$ cat config.mk
export PLATFORM = sky130hd
export DESIGN_NAME = cache_request_decoder
export DESIGN_NICKNAME = d
export VERILOG_FILES = /design/src/hdl/data_cache_pkg.sv /design/src/hdl/cache_request_decoder.sv
export SDC_FILE = /design/constraint.sdc
export NUM_CORES = 1
export LEC_CHECK = 0
export CAP_MARGIN = 25
export CORE_AREA = 8 8 45 47
export DETAILED_ROUTE_END_ITERATION = 8
export DIE_AREA = 0 0 53 55
export DONT_BUFFER_PORTS = 1
export PLACE_DENSITY = 0.45
export SLEW_MARGIN = 40
export SYNTH_ARGS = -nofsm -noshare
export SYNTH_HDL_FRONTEND = slang
export SYNTH_SLANG_ARGS = --single-unit
$ cat constraint.sdc
create_clock -name vclk -period 0.8
set_input_delay 0.16 -clock vclk [all_inputs]
set_output_delay 0.16 -clock vclk [all_outputs]
set_load 0.01 [all_outputs]
$ cat src/hdl/data_cache_pkg.sv
package data_cache_pkg;

    parameter int BYTE_WIDTH     = 8;
    parameter int WORD_WIDTH     = 32;
    parameter int WORD_BYTES     = WORD_WIDTH / BYTE_WIDTH;  // also the byte enable width
    parameter int BANK_SEL_WIDTH = 2;
    parameter int ROW_WIDTH      = 8;
    parameter int ADDR_WIDTH     = BANK_SEL_WIDTH + ROW_WIDTH;
    parameter int ROW_COUNT      = 1 << ROW_WIDTH;  // rows held by each bank

    typedef logic [WORD_WIDTH - 1:0] word_t;

    typedef logic [WORD_BYTES - 1:0] byte_en_t;  // bit k writes byte k of the word

    typedef logic [ROW_WIDTH - 1:0] row_t;

    typedef logic [BANK_SEL_WIDTH - 1:0] bank_sel_t;

    // Split view of a word address. The bank index sits above the row so that
    // consecutive rows of one bank are contiguous in the flat address space.
    typedef struct packed {
        bank_sel_t bank;
        row_t      row;
    } cache_addr_fields_t;

    typedef union packed {
        logic [ADDR_WIDTH - 1:0] flat;    // plain word address as seen on the ports
        cache_addr_fields_t      fields;  // bank and row as seen by the decoder
    } cache_addr_u;

endpackage : data_cache_pkg

$ cat src/hdl/cache_request_decoder.sv
module cache_request_decoder #(
    parameter int BANK_COUNT = 4
) (
    input  logic                          p0_wr_valid_i,
    input  data_cache_pkg::cache_addr_u   p0_wr_addr_i,
    input  logic                          p0_rd_valid_i,
    input  data_cache_pkg::cache_addr_u   p0_rd_addr_i,
    input  logic                          p1_rd_valid_i,
    input  data_cache_pkg::cache_addr_u   p1_rd_addr_i,

    output logic [BANK_COUNT - 1:0]       bank_wr_en_o,
    output logic [BANK_COUNT - 1:0]       bank_p0_rd_en_o,
    output logic [BANK_COUNT - 1:0]       bank_p1_rd_en_o,
    output data_cache_pkg::row_t          wr_row_o,
    output data_cache_pkg::row_t          p0_rd_row_o,
    output data_cache_pkg::row_t          p1_rd_row_o,
    output data_cache_pkg::bank_sel_t     p0_rd_bank_o,
    output data_cache_pkg::bank_sel_t     p1_rd_bank_o
);

    // one hot bank enable, all zero when the request is idle or out of range
    function automatic logic [BANK_COUNT - 1:0] bank_enable(
        input logic                      valid,
        input data_cache_pkg::bank_sel_t bank
    );
        logic [BANK_COUNT - 1:0] en;
        en = '0;
        for (int b = 0; b < BANK_COUNT; b++) begin
            if (valid && (int'(bank) == b)) begin
                en[b] = 1'b1;
            end
        end
        return en;
    endfunction

    always_comb begin
        bank_wr_en_o    = bank_enable(p0_wr_valid_i, p0_wr_addr_i.fields.bank);
        bank_p0_rd_en_o = bank_enable(p0_rd_valid_i, p0_rd_addr_i.fields.bank);
        bank_p1_rd_en_o = bank_enable(p1_rd_valid_i, p1_rd_addr_i.fields.bank);
    end

    // rows go to every bank, only the enabled one acts on them
    assign wr_row_o    = p0_wr_addr_i.fields.row;
    assign p0_rd_row_o = p0_rd_addr_i.fields.row;
    assign p1_rd_row_o = p1_rd_addr_i.fields.row;

    assign p0_rd_bank_o = p0_rd_addr_i.fields.bank;  // collector needs it a cycle later
    assign p1_rd_bank_o = p1_rd_addr_i.fields.bank;

    // a valid request must name a bank that was generated
    always_comb begin
        assert final (!(p0_wr_valid_i === 1'b1 && int'(p0_wr_addr_i.fields.bank) >= BANK_COUNT))
            else $error("port 0 write addresses a bank that is not built");
        assert final (!(p0_rd_valid_i === 1'b1 && int'(p0_rd_addr_i.fields.bank) >= BANK_COUNT))
            else $error("port 0 read addresses a bank that is not built");
        assert final (!(p1_rd_valid_i === 1'b1 && int'(p1_rd_addr_i.fields.bank) >= BANK_COUNT))
            else $error("port 1 read addresses a bank that is not built");
    end

endmodule : cache_request_decoder

# Word-level counts from Yosys, hierarchy flattened
# Cells that the tools add are included.
word_totals:
  reg_bits: 0
  in_bits: 33
  output_inout_bits: 40
  word_cells: 36
op_classes:
  n_eq_ne: 9
  mux: 12
  n_reduce_logical: 15
op_table:
  columns: ["operator", "count"]
  rows:
  - ["2-bit equality test (second input constant)", 6]
  - ["1-bit logical AND", 12]
  - ["1-bit 2-to-1 mux", 12]
  - ["2-bit by 1-bit equality test with 1-bit output (second input constant)", 3]
  - ["2-bit logical NOT", 3]

# Depth between registers and ports, before layout
logic_depth:
  word_depth: 3
  depth_mapped: 1
  ltp_nobuf: 1

# Least setup slack after synthesis
# Ideal clock, no wire load.
synth_timing:
  kind: "input-to-output"
  from: "input p0_rd_addr_i[9] (netlist name)"
  to: "output bank_p0_rd_en_o[1]"
  t_arrival_ps: 395
  t_required_ps: 640
  setup_slack_ps: 245
  cell_stages: 1
  n_path_buf: 0
  path_cell_list: "and3b_1"
synth_between:
  elab_chain_len: 3
synth_lines:
  columns: ["element", "line", "source"]
  rows:
  - ["start: declaration", "cache_request_decoder.sv:7", "input data_cache_pkg::cache_addr_u p0_rd_addr_i,"]
  - ["2-bit equality test", "cache_request_decoder.sv:29", "if (valid && (int'(bank) == b)) begin"]
  - ["1-bit logical AND", "cache_request_decoder.sv:29", null]
  - ["1-bit 2-to-1 mux", "cache_request_decoder.sv:29", null]
  - ["end: declaration", "cache_request_decoder.sv:12", "output logic [BANK_COUNT - 1:0] bank_p0_rd_en_o,"]
# No other way between the ends.

# Final worst setup path
layout_timing:
  from: "input p1_rd_addr_i[8] (netlist name)"
  to: "output bank_p1_rd_en_o[0]"
layout_between:
  elab_chain_len: 3
layout_lines:
  columns: ["element", "line", "source"]
  rows:
  - ["start: declaration", "cache_request_decoder.sv:9", "input data_cache_pkg::cache_addr_u p1_rd_addr_i,"]
  - ["2-bit logical NOT", "cache_request_decoder.sv:29", null]
  - ["1-bit logical AND", "cache_request_decoder.sv:29", null]
  - ["1-bit 2-to-1 mux", "cache_request_decoder.sv:29", null]
  - ["end: declaration", "cache_request_decoder.sv:13", "output logic [BANK_COUNT - 1:0] bank_p1_rd_en_o,"]
# No other way between the ends.

==> out/summary.md <==
The Yosys step of the flow raised 0 warnings. The pre-antenna-repair detailed-routing pass consisted of 2 iterations. The I/O pin count was 73; the part of the Yosys area used for sequential elements was 0%. The worst pin sits at a relative slew slack of 83.0%. Classification of the worst-slack hold path: in -> out.

The largest single stage delay on the critical path is 0.26 ns. The critical path start-end classification is in -> out. Fill cells in the final layout number 158.

STA puts the critical path data required time at 0.64 ns. Routability congestion estimate from global placement: 0.541. The total die area was 0.00292 sq mm. The worst hold path begins at p0_rd_addr_i[3]. The count of buffers added on input and output ports is 0. The sum of negative setup slack is 0 ns, and the per-instance average area after synthesis is 8.07 sq um. The final layout contains 47 nets. Together, buffers and inverters on the worst path number 0. Once detail routing completed, the nets flagged for antenna violations numbered 0. For this configuration, the core starts out at a cell density of 23.3%. The detailed-placement wirelength estimate is 582 microns, and the number of cell rows is 14.

The tools report the sort of element at the end of the critical path as a primary output. The number of global-route vias before repair is 148, and the worst IR drop on VDD is 65.3 uV. The worst hold path depth was 0; the global-route congestion overflow total was 0. For the initial antenna violation count, the log shows 0. Setup repair after global routing left no endpoint under its margin. The final-report setup violation count is 0.

The core region is 0.00138 sq mm. The number of antenna diodes in the final layout is 0. The ratio of cells with drive above 1 in the final layout is 50.0%. The flow ran to the end, and the final reports show no timing, DRC or antenna violations. For the DRC marker count from the first detailed-route iteration, the log shows 1. The power density of the placed cells was 318 mW/mm^2. The static power due to leakage was 0.0672 nW; the top fanout value on the critical path was 5. For the total of max-cap violations, the log shows 0.

For the worst setup path, the data arrival time is 0.42 ns. After synthesis the cells add up to 323 sq um. For this run, the top clock speed supported by timing is 1730 MHz. The die is 55 microns tall. The path with the worst hold slack has its endpoint at p0_rd_row_o[3].

For the final count of hold timing violations, the log shows 0. The number of distinct library cells after synthesis came out at 4. The tools report the area taken by multi-input logic gates as 113 sq um. The number of nets in the synthesized netlist was 73; the largest net degree at the start of global routing was 6. At the placement stage, the worst setup path has a slack of 0.206 ns. The wire length of the first global-routing pass is 903 microns, and the measured slew at the worst slew-check pin is 0.254 ns. Traced cell by cell, the critical path runs through nor3b_2. For this design, the slowest cell found on the critical path is sky130_fd_sc_hd__nor3b_2.

The post-route DRC violation count came out at 0. For this block, the routed nets add up to 655 microns of wire. In this run, post-CTS repair resized a total of 0 instances. The final critical-path required period is 0.577 ns, and the number of flip-flops and latches is 0. The tools report the standard cell area after detailed placement as 133 sq um. Global routing used 3.76% of the available tracks.

In the finished design, the share of the clock period the worst path needs comes to 72.2%. The finished cells cover 133 sq um. The per-cell routed wire length works out to 23.4 microns. Post-CTS timing repair inserted 0 buffers for setup.

Buffers inserted to repair hold after CTS numbered 0. Summing all flip-flop and latch instances after layout gives 0 sq um. For the total number of vias, the log shows 126. The area growth from synthesis to layout works out to -58.9%.

The category of cells accounting for the largest share of critical-path delay was simple AND/OR/NAND/NOR gates. STA classifies the critical path startpoint as an input port. Using the TritonRoute via totals, the vias-per-cell ratio works out to 4.50.

Measured along the x axis, the die boundary spans 53 microns. The final count of pins violating max slew was 0. The logs give 0 for the total of clock buffers placed in the layout and 40 for the count of mapped cells out of synthesis. The worst path meets setup with 0.223 ns of slack.
[layout make-up]
class	instances	area share (%)
tap	16	15.1
multi-input combinational	12	84.9
[power by group]
part	switching (mW)	internal [mW]	total (mW)	leakage, nW
logic	0.0216	0.0206	0.0422	0.0672
registers	0	0	0	0
clock network	0	0	0	0
[cell families (layout without fill, tap and decap cells)]
logic type | after synthesis | count (layout) | share of synthesized area, %
buffers and inverters | 28 | 0 | 65.1
AND/OR/NAND/NOR | 12 | 12 | 34.9
[how the worst max path moves through the flow]
stage / cells past startpoint / slack, ns / startpoint / to
floorplan: 1 / 0.24 / p0_rd_addr_i[9] / bank_p0_rd_en_o[1]
finish: 1 / 0.22 / p1_rd_addr_i[8] / bank_p1_rd_en_o[0]
global route: 1 / 0.19 / p0_rd_addr_i[8] / bank_p0_rd_en_o[0]
CTS: 1 / 0.21 / p1_rd_addr_i[8] / bank_p1_rd_en_o[0]
detailed placement: 1 / 0.21 / p1_rd_addr_i[8] / bank_p1_rd_en_o[0]
global placement: 1 / 0.21 / p1_rd_addr_i[8] / bank_p1_rd_en_o[0]
[through the flow]
step / utilization [%] / total power [mW] / hold WS, ns / instances
6_report: 9.58 / 0.0422 / 0.320 / 28
5_1_grt: 9.58 / 0.0453 / 0.320 / 28
4_1_cts: 9.58 / 0.0437 / 0.320 / 28
3_5_place_dp: 9.58 / 0.0435 / 0.320 / 28
3_3_place_gp: 9.58 / 0.0442 / 0.320 / 28
2_1_floorplan: - / 0.183 / 0.353 / 40
[synth_stat cells]
cell type	n	share of area, %
sky130_fd_sc_hd__and3_2	3	7.0
sky130_fd_sc_hd__nor3b_2	3	12
sky130_fd_sc_hd__buf_4	28	65
sky130_fd_sc_hd__and3b_1	6	16
[per-layer routing]
| layer | part of all wire (%) | vias up | track usage, % |
|---|---|---|---|
| met5 | 0 | - | 0 |
| met4 | 0 | 0 | 1.29 |
| met3 | 36 | 0 | 5.88 |
| met2 | 42 | 26 | 5.86 |
| met1 | 22 | 52 | 2.11 |
| li1 | - | 48 | - |
[cell usage in the layout (no fill, tap or decap)]
master	count
sky130_fd_sc_hd__and3b_1	6
sky130_fd_sc_hd__and3_2	3
sky130_fd_sc_hd__nor3b_2	3
No activity file was read; power rests on OpenSTA's default activity.
