<file path="src/hdl/data_cache_pkg.sv">
package data_cache_pkg;

    parameter int BYTE_WIDTH     = 8;
    parameter int WORD_WIDTH     = 32;
    parameter int WORD_BYTES     = WORD_WIDTH / BYTE_WIDTH;  // also the byte enable width
    parameter int BANK_SEL_WIDTH = 2;
    parameter int ROW_WIDTH      = 8;
    parameter int ADDR_WIDTH     = BANK_SEL_WIDTH + ROW_WIDTH;
    parameter int ROW_COUNT      = 1 << ROW_WIDTH;  // rows held by each bank

    typedef logic [WORD_WIDTH - 1:0] word_t;

    typedef logic [WORD_BYTES - 1:0] byte_en_t;  // bit k writes byte k of the word

    typedef logic [ROW_WIDTH - 1:0] row_t;

    typedef logic [BANK_SEL_WIDTH - 1:0] bank_sel_t;

    // Split view of a word address. The bank index sits above the row so that
    // consecutive rows of one bank are contiguous in the flat address space.
    typedef struct packed {
        bank_sel_t bank;
        row_t      row;
    } cache_addr_fields_t;

    typedef union packed {
        logic [ADDR_WIDTH - 1:0] flat;    // plain word address as seen on the ports
        cache_addr_fields_t      fields;  // bank and row as seen by the decoder
    } cache_addr_u;

endpackage : data_cache_pkg

</file>
<file path="src/hdl/bank_read_collector.sv">
module bank_read_collector #(
    parameter int BANK_COUNT = 4
) (
    input  logic                                        clk_i,
    input  logic                                        rst_n_i,

    input  logic                                        p0_rd_valid_i,
    input  data_cache_pkg::bank_sel_t                   p0_rd_bank_i,
    input  logic                                        p1_rd_valid_i,
    input  data_cache_pkg::bank_sel_t                   p1_rd_bank_i,

    input  data_cache_pkg::word_t [BANK_COUNT - 1:0]    bank_p0_data_i,
    input  data_cache_pkg::word_t [BANK_COUNT - 1:0]    bank_p1_data_i,

    output data_cache_pkg::word_t                       p0_rd_data_o,
    output data_cache_pkg::word_t                       p1_rd_data_o,
    output logic                                        p0_rd_valid_o,
    output logic                                        p1_rd_valid_o
);

    logic                      p0_valid_q;
    logic                      p1_valid_q;
    data_cache_pkg::bank_sel_t p0_bank_q;  // bank whose register holds the port 0 result
    data_cache_pkg::bank_sel_t p1_bank_q;

    always_ff @(posedge clk_i) begin
        if (!rst_n_i) begin
            p0_valid_q <= 1'b0;
            p1_valid_q <= 1'b0;
        end else begin
            p0_valid_q <= p0_rd_valid_i;
            p1_valid_q <= p1_rd_valid_i;
        end
    end

    // bank index of each read, it picks the result one cycle later
    always_ff @(posedge clk_i) begin
        p0_bank_q <= p0_rd_bank_i;
        p1_bank_q <= p1_rd_bank_i;
    end

    assign p0_rd_data_o  = bank_p0_data_i[p0_bank_q];
    assign p1_rd_data_o  = bank_p1_data_i[p1_bank_q];
    assign p0_rd_valid_o = p0_valid_q;
    assign p1_rd_valid_o = p1_valid_q;

    // A valid result must point at a bank that exists. The decoder already
    // filtered the request a cycle earlier, so this checks the hand-over.
    p0_bank_in_range_a : assert property (@(posedge clk_i) disable iff (!rst_n_i)
        p0_rd_valid_o |-> (int'(p0_bank_q) < BANK_COUNT))
        else $error("port 0 result selects a bank that is not built");

    p1_bank_in_range_a : assert property (@(posedge clk_i) disable iff (!rst_n_i)
        p1_rd_valid_o |-> (int'(p1_bank_q) < BANK_COUNT))
        else $error("port 1 result selects a bank that is not built");

endmodule : bank_read_collector

</file>
<file path="config.mk">
export PLATFORM = sky130hd
export DESIGN_NAME = bank_read_collector
export DESIGN_NICKNAME = d
export VERILOG_FILES = /design/src/hdl/data_cache_pkg.sv /design/src/hdl/bank_read_collector.sv
export SDC_FILE = /design/constraint.sdc
export NUM_CORES = 1
export LEC_CHECK = 0
export ABC_AREA = 1
export ABC_CLOCK_PERIOD_IN_PS = 1300
export BUFFER_PORTS_ARGS = -buffer_cell sky130_fd_sc_hd__buf_2
export CORE_AREA = 2 2 130 132
export DETAILED_ROUTE_END_ITERATION = 8
export DIE_AREA = 0 0 132 134
export PLACE_DENSITY_LB_ADDON = 0.15
export SLEW_MARGIN = 5
export SYNTH_ARGS = -nofsm -noshare
export SYNTH_HDL_FRONTEND = slang
export SYNTH_SLANG_ARGS = --single-unit
</file>
<file path="constraint.sdc">
create_clock -name clk_i -period 1.3 [get_ports clk_i]
set_input_delay 0.26 -clock clk_i [delete_from_list [all_inputs] [get_ports clk_i]]
set_output_delay 0.26 -clock clk_i [all_outputs]
set_load 0.05 [all_outputs]
</file>
Yosys cells after proc, flatten, opt, wreduce, memory -nomap -nowiden
Cells that the tools add are included.
Storage, ports and cells
  output and inout bits: 66
  register bits: 6
  input port bits: 264
  logic and storage cells: 10
Cells by class
  magnitude comparators: 2
  muxes and demuxes: 4
Operators by type and width (number)
  $bmux W32 S2: 2
  $mux W32: 2
  $lt A2 B3 Y1 const B: 2

Longest topological paths before layout
Gate-level depths: netlist of run 1.
  depth after elaboration: 2
  gate-level depth with buffers: 5
  gate-level depth less buffers: 4

Worst setup path before layout of run 1
No wires, ideal clock.
  path kind: register -> output
  start: reg p0_bank_q[1]
  end: out p0_rd_data_o[10]
  arrival: 1.095 ns
  required time: 1.040 ns
  buffers on the path: 2
  cell stages (with the launch flop): 6
  slack: -0.055 ns
  cells stage by stage: dfxtp_1 > buf_6 > inv_1 > buf_6 > nand3_1 > nand2_1
On the way
  word-level cells in the longest chain between the ends: 2
RTL lines
  start, declared: RTL line bank_read_collector.sv:23  | data_cache_pkg::bank_sel_t p0_bank_q;
  start signal, assigned: RTL line bank_read_collector.sv:38  | p0_bank_q <= p0_rd_bank_i;
  $bmux W32 S2: RTL line bank_read_collector.sv:42  | assign p0_rd_data_o = bank_p0_data_i[p0_bank_q];
  $mux W32 (not written as such): RTL line bank_read_collector.sv:42
  end, declared: RTL line bank_read_collector.sv:15  | output data_cache_pkg::word_t p0_rd_data_o,
Every way passes these cells. The select of a mux whose other input is x is not followed.

Worst setup path in the final report of run 1
  start: reg p0_bank_q[0]
  end: out p0_rd_data_o[23]
The elaborated chain is that of the path after synthesis.

==> key figures, run 1 <==
Layout
  • Post-layout util: 40.9%
  • Commonest non-fill, non-tap cells in the layout: buf_2 (265), inv_1 (259), nand2_1 (230)
  • Layout cells sized above 1: 46.7%
  • Multi-input gate area: 2280 um^2
  • FILL cells: 1,795
  • Register area: 130 um^2
  • Final net count: 1,354
  • Area added between synthesis and finish: 104%
  • Final Instance Area: 6660 um^2
  • Antenna Cells: 0
  • Final std cells w/o fill: 1,308
  • Commonest non-fill, non-tap cell in the layout: buf_2

Logic synthesis
  • Top cell type's share of synthesized area: 37.1%
  • Post-synthesis sequential area ratio: 3.68%
  • Area leader, netlist: nand2_1
  • Top cells by area, synth: nand2_1 (37%), inv_1 (30%), nand3_1 (20%)
  • Syn nets: 1,022
  • Mapped Cells: 758
  • Post-synthesis cell area: 3260 um^2
  • Syn Area/Cell: 4.30 um^2
  • Synth warn: 0
  • Unique masters post-synth: 8
  • #FFs+latches synth: 6

Worst hold path
  • WHS Path Cells: 1
  • Worst hold endpoint: p0_bank_q[1]
  • Hold Path Class: primary input to register
  • Startpoint of the worst hold path: p0_rd_bank_i[1]

Placement
  • Placer Congestion: 0.802
  • Placed cell area: 5390 um^2
  • DPL Wire Length: 11.7 mm
  • I/O Buffers: 329
  • Post-placement cell count: 1,293

Power
  • Internal: 1.87 mW
  • Power Density: 548 nW/um^2
  • Clock share of power: 13.9%
  • Combinational share of power: 80.4%
  • Sw frac: 48.7%
  • Sequential power share: 5.7%
  • Largest vdd supply drop: 328 uV
  • Tot Pwr: 3.64 mW
  • Net switching power figure: 1.77 mW
  • Static leakage: 4.51 nW

Route
  • Residual DRC: 0
  • Initial detailed-routing violation count: 150
  • DRT antenna net count: 0
  • Drt pass-1 iters: 4
  • Via Count: 5,235
  • Drt total wl: 16.0 mm
  • DR WL/cell: 12.2 um
  • Via-to-Cell Ratio: 4.00

Worst setup path
  • Critical path capture point type: primary output
  • Critical Path AT: 1300 ps
  • CP Max Fanout: 8
  • Crit path kind: register to primary output
  • Worst setup SP type: register
  • Worst EP required: 1040 ps

Floorplanning
  • Total core area: 16,300 um^2
  • Starting Density: 20.0%
  • Die H: 134 um
  • Ports: 330
  • Num rows: 47
  • Chip width: 132 um
  • Die ar.: 17,700 um^2

STA
  • Fmax: 641 MHz
  • Crit share post-route: 120%
  • Setup TNS: -13,300 ps
  • Worst slew pin tran: 276 ps
  • Relative slew slack: 81.7%
  • Fin crit period: 1560 ps
  • RSZ-0062 raised after global routing: true
  • Count of pins over their slew limit: 0
  • Final Hold Vio Count: 0
  • Min setup slack post-route: -260 ps
  • Final setup vio count: 64

Global route
  • Vias in the first global route: 4,847
  • Pin count of the biggest net entering global routing: 47
  • Initial antenna violation count: 0
  • GRT overflow: 0
  • First-pass GRT wire length: 22.7 mm
  • GR Util All Layers: 15.4%

Clock network
  • Total clock sinks: 6
  • CTS tree: yes
  • Cts bufs inserted: 3
  • Reg clk slew, reported paths: 40 ps
  • CTS HTree Levels: 1
  • Root Driver: clkbuf_16
  • Clk buf depth: 2

Run status
  • Status: complete, but fails checks
  • Failing checks: setup timing

Flow run
  • Max-cap violation count: 0
-- worst max-delay path, cell delays in order (launching register included) --
cell	delay [ps]
dfxtp_4	370
buf_12	150
buf_12	130
nand2_1	80
nand3_2	90
nand2_2	90
buf_8	140
-- final cells by class --
type	instances	area share, %
inverter	262	15.0
clock buffer	3	1.13
timing repair buffer	367	43.5
tap	220	4.14
sequential	6	1.95
multi-input combinational	450	34.3
-- how the worst max path moves through the flow --
| stage | start | endpoint | depth (start not counted) |
|---|---|---|---|
| after floorplan | p0_bank_q[1] | p0_rd_data_o[10] | 5 |
| after global placement | p0_bank_q[0] | p0_rd_data_o[26] | 6 |
| after detailed placement | p0_bank_q[0] | p0_rd_data_o[23] | 6 |
| after CTS | p0_bank_q[0] | p0_rd_data_o[23] | 6 |
| after global routing | p0_bank_q[0] | p0_rd_data_o[23] | 6 |
| final | p0_bank_q[0] | p0_rd_data_o[23] | 6 |
-- sequential cells by signal, indices dropped and copies added (netlist names) --
register and cells:
p0_bank_q 2, p1_bank_q 2, p0_rd_valid_o 1, p1_rd_valid_o 1
-- layer usage --
metal / share of wire (%) / vias up / wire (um) / track usage [%]
li1: - / 2770 / - / -
met1: 39 / 2236 / 6310 / 17.0
met2: 51 / 211 / 8170 / 29.4
met3: 7.8 / 18 / 1240 / 4.08
met4: 1.7 / 0 / 270 / 3.62
met5: 0 / - / 0 / 0
-- kinds of logic after synthesis --
family,count (synthesis),share of synthesized area (%)
and+or+nand+nor,450,56.7
buffers and inverters,302,39.6
DFF,6,3.68
-- power by group through the flow --
stage               registers [mW]  logic [mW]  clock network [mW]
CTS                          0.205        2.60               0.523
global placement             0.205        2.30                   0
finish                       0.209        2.93               0.506
global route                 0.211        3.14               0.533
floorplan                    0.214        1.52                   0
detailed placement           0.205        2.30                   0
-- synthesized netlist by cell type (all sizes together) --
| cell | count |
|---|---|
| nand3 | 128 |
| dfxtp | 6 |
| nand2 | 322 |
| inv | 262 |
| buf | 40 |
-- repair_timing --
| item | in CTS | in global routing |
|---|---|---|
| endpoints found under the setup margin | 64 | 64 |
| pin swaps | 3 | 45 |
| cloned | 3 | 7 |
| resized for setup | 132 | 137 |
| buffers inserted | 0 | 2 |
| hold buffers | 0 | 0 |
-- through the flow --
stage	hold slack, ps	worst slack (ps)
after floorplan	288	53.9
after global placement	363	-67.4
after detailed placement	365	-74.2
after CTS	127	-245
after global routing	127	-293
final	130	-260
(Power assumes the default switching activity.)
==> run 2: changes to the inputs <==
Settings changed: ABC_AREA 1 to default, CORE_AREA 2 2 130 132 to 2 2 129 131, DIE_AREA 0 0 132 134 to 0 0 131 133, SKIP_LAST_GASP from default to 1.
==> key figures, run 2 <==
STA
  • Final setup vio count: 64 (unchanged)
  • RSZ-0062 raised after global routing: true
  • Setup TNS: -30,350 ps (-17,050 ps)
  • Min Hold Slack: 135 ps (+5.56 ps)
  • Relative slew slack: 82.6% (+0.83 points)
  • Fmax: 552 MHz (-14%)
  • Worst slew pin tran: 263 ps (-12.5 ps)
  • Min setup slack post-route: -511 ps (-251 ps)
  • Fin crit period: 1810 ps (+251 ps)
  • Final Hold Vio Count: 0 (unchanged)
  • Crit share post-route: 139% (+19 points)
  • Count of pins over their slew limit: 0 (unchanged)

Layout
  • Area added between synthesis and finish: 143%
  • Commonest non-fill, non-tap cell in the layout: buf_2
  • Final std cells w/o fill: 641 (-51%)
  • Largest regs: p0_bank_q x2, p1_bank_q x2
  • Commonest non-fill, non-tap cells in the layout: buf_2 (265), mux4_2 (64), buf_6 (51)
  • Antenna Cells: 0 (unchanged)
  • Final net count: 687 (-49%)
  • Layout cells sized above 1: 98.6% (+52 points)

Global route
  • First-pass GRT wire length: 16.5 mm (-27%)
  • GR Util All Layers: 12.6% (-2.8 points)
  • Initial antenna violation count: 0 (unchanged)
  • GRT overflow: 0 (unchanged)
  • Vias in the first global route: 2,883 (-41%)
  • Pin count of the biggest net entering global routing: 25 (-47%)

Clock network
  • Reg clk slew, reported paths: 30 ps (about the same)
  • Clk buf depth: 2 (unchanged)
  • Cts bufs inserted: 3 (unchanged)
  • CTS tree: yes
  • Root Driver: clkbuf_16
  • CTS HTree Levels: 1 (unchanged)
  • Total clock sinks: 6 (unchanged)

Worst setup path
  • Worst EP required: 1040 ps (about the same)
  • Critical path capture point type: primary output
  • Worst setup SP type: register
  • CP Max Fanout: 7 (-1)
  • Crit path kind: register to primary output
  • Critical Path AT: 1550 ps (+250 ps)

Logic synthesis
  • XOR/XNOR share of the synthesized area: 0% (unchanged)
  • Area leader, netlist: mux4_2
  • Synth top cells by count: mux4_2 (60), buf_12 (6), buf_2 (6), dfxtp_1 (6), mux4_1 (4)
  • Synth async-reset ratio: 0% (unchanged)
  • Compound-Gate Fraction of Synth Area: 0% (unchanged)
  • EDFF count, synth: 0 (unchanged)
  • Syn Area/Cell: 20.5 um^2 (+380%)
  • Simple-gate share of the synthesized area: 0.710% (-56 points)
  • Top_reg_cell synth: dfxtp_1
  • Post-synthesis adder-cell area fraction: 0% (unchanged)
  • Post-synthesis cell area: 1760 um^2 (-46%)
  • Unique masters post-synth: 7 (-1)
  • Most common cell in the netlist: mux4_2
  • Combinational family with the most area after synthesis: multiplexers
  • #FFs+latches synth: 6 (unchanged)
  • Post-synthesis mux area share: 82.7% (+83 points)
  • Mapped Cells: 86 (-89%)
  • Syn nets: 350 (-66%)
  • Synth warn: 0 (unchanged)
  • Top cell type's share of synthesized area: 76.7% (+40 points)
  • Top cells by area, synth: mux4_2 (77%), buf_12 (6.8%), dfxtp_1 (6.8%)
  • Post-synthesis sequential area ratio: 6.82% (+3.1 points)

Run status
  • Failing checks: setup timing
  • Status: complete, but fails checks

Floorplanning
  • Total core area: 16,200 um^2 (-0.72%)
  • Chip width: 131 um (-0.76%)
  • Ports: 330 (unchanged)
  • Die ar.: 17,400 um^2 (-1.5%)
  • Die H: 133 um (-0.75%)
  • Num rows: 47 (unchanged)
  • Starting Density: 10.9% (-9.1 points)

Power
  • Static leakage: 2.09 nW (-54%)
  • Power Density: 693 nW/um^2 (+27%)
  • Largest vdd supply drop: 669 uV (+100%)

Route
  • Initial detailed-routing violation count: 83 (-45%)
  • Via Count: 2,504 (-52%)
  • Residual DRC: 0 (unchanged)
  • Drt pass-1 iters: 4 (unchanged)
  • DRT antenna net count: 0 (unchanged)
  • DR WL/cell: 18.7 um (+53%)
  • Drt total wl: 12.0 mm (-25%)
  • Via-to-Cell Ratio: 3.91 (-2.4%)

Worst hold path
  • Startpoint of the worst hold path: p0_rd_bank_i[1]
  • WHS Path Cells: 1 (unchanged)
  • Hold Path Class: primary input to register
  • Worst hold endpoint: p0_bank_q[1]

Placement
  • I/O Buffers: 329 (unchanged)
  • DPL Wire Length: 10.5 mm (-9.8%)
  • Post-placement cell count: 631 (-51%)
  • Placer Congestion: 0.870 (+8.5%)

Flow run
  • Max-cap violation count: 0 (unchanged)
[run 2: changes by cell type after synthesis, moves of 4 or more]
cell / change
buf_12: +6
nand3_1: -128
buf_4: -8
mux4_1: +4
buf_6: -12
buf_2: -12
mux4_2: +60
nand2_1: -322
inv_1: -260
[run 2: cell type report]
| cell class | instances | area, um^2 |
|---|---|---|
| Fill cell | 1747 | 11900 |
| Timing Repair Buffer | 346 | 2360 |
| Multi-Input combinational cell | 66 | 1450 |
| Tap cell | 220 | 275 |
| Sequential cell | 6 | 128 |
| Clock buffer | 3 | 75.1 |
[run 2: worst max path at each step]
stage                 start                to  slack, ps  depth (start not counted)
2_1_floorplan  p0_bank_q[0]  p0_rd_data_o[10]       -190                          3
3_3_place_gp   p1_bank_q[0]  p1_rd_data_o[27]       -310                          3
3_5_place_dp   p1_bank_q[0]  p1_rd_data_o[27]       -310                          3
4_1_cts        p1_bank_q[0]  p1_rd_data_o[19]       -540                          4
5_1_grt        p1_bank_q[0]  p1_rd_data_o[19]       -550                          4
6_report       p0_bank_q[0]  p0_rd_data_o[18]       -510                          3
[run 2: report_power, final]
part	switching, mW	internal (mW)	total (mW)	leakage [nW]
clock network	0.0962	0.394	0.490	0.0370
logic	1.21	1.07	2.27	2.00
registers	0.0163	0.194	0.210	0.0511
[run 2: worst max-delay path, stage by stage (launching register included)]
cell and delay (ps):
dfxtp_4 450, clkbuf_16 190, mux4_2 510, buf_6 170
[run 2: timing repair]
action | CTS | global route
gates cloned | 2 | 4
pin swaps | 0 | 0
setup endpoints to repair | 64 | 64
gates resized for setup | 88 | 52
hold buffers | 0 | 0
setup buffers | 1 | 1
[run 2: stage by stage]
stage | util, % | area (um^2) | power [mW] | worst slack (ps)
after global placement | 22.7 | 3680 | 2.15 | -313
after detailed placement | 22.7 | 3680 | 2.16 | -310
final | 26.5 | 4290 | 2.97 | -511
after CTS | 25.3 | 4090 | 2.88 | -539
after global routing | 26.5 | 4290 | 3.09 | -549
after floorplan | - | 1750 | 1.47 | -194
[run 2: logic make-up after synthesis]
family	Yosys count
multiplexers	64
buffers and inverters	14
flip-flops	6
AND/OR/NAND/NOR	2
[run 2: routing by layer]
layer | global-route usage [%] | up-vias | share of wire, %
met5 | 0 | - | 0
met4 | 1.42 | 0 | 0.38
met3 | 2.18 | 6 | 6.9
met2 | 25.4 | 161 | 56
met1 | 13.9 | 1224 | 37
li1 | - | 1113 | -
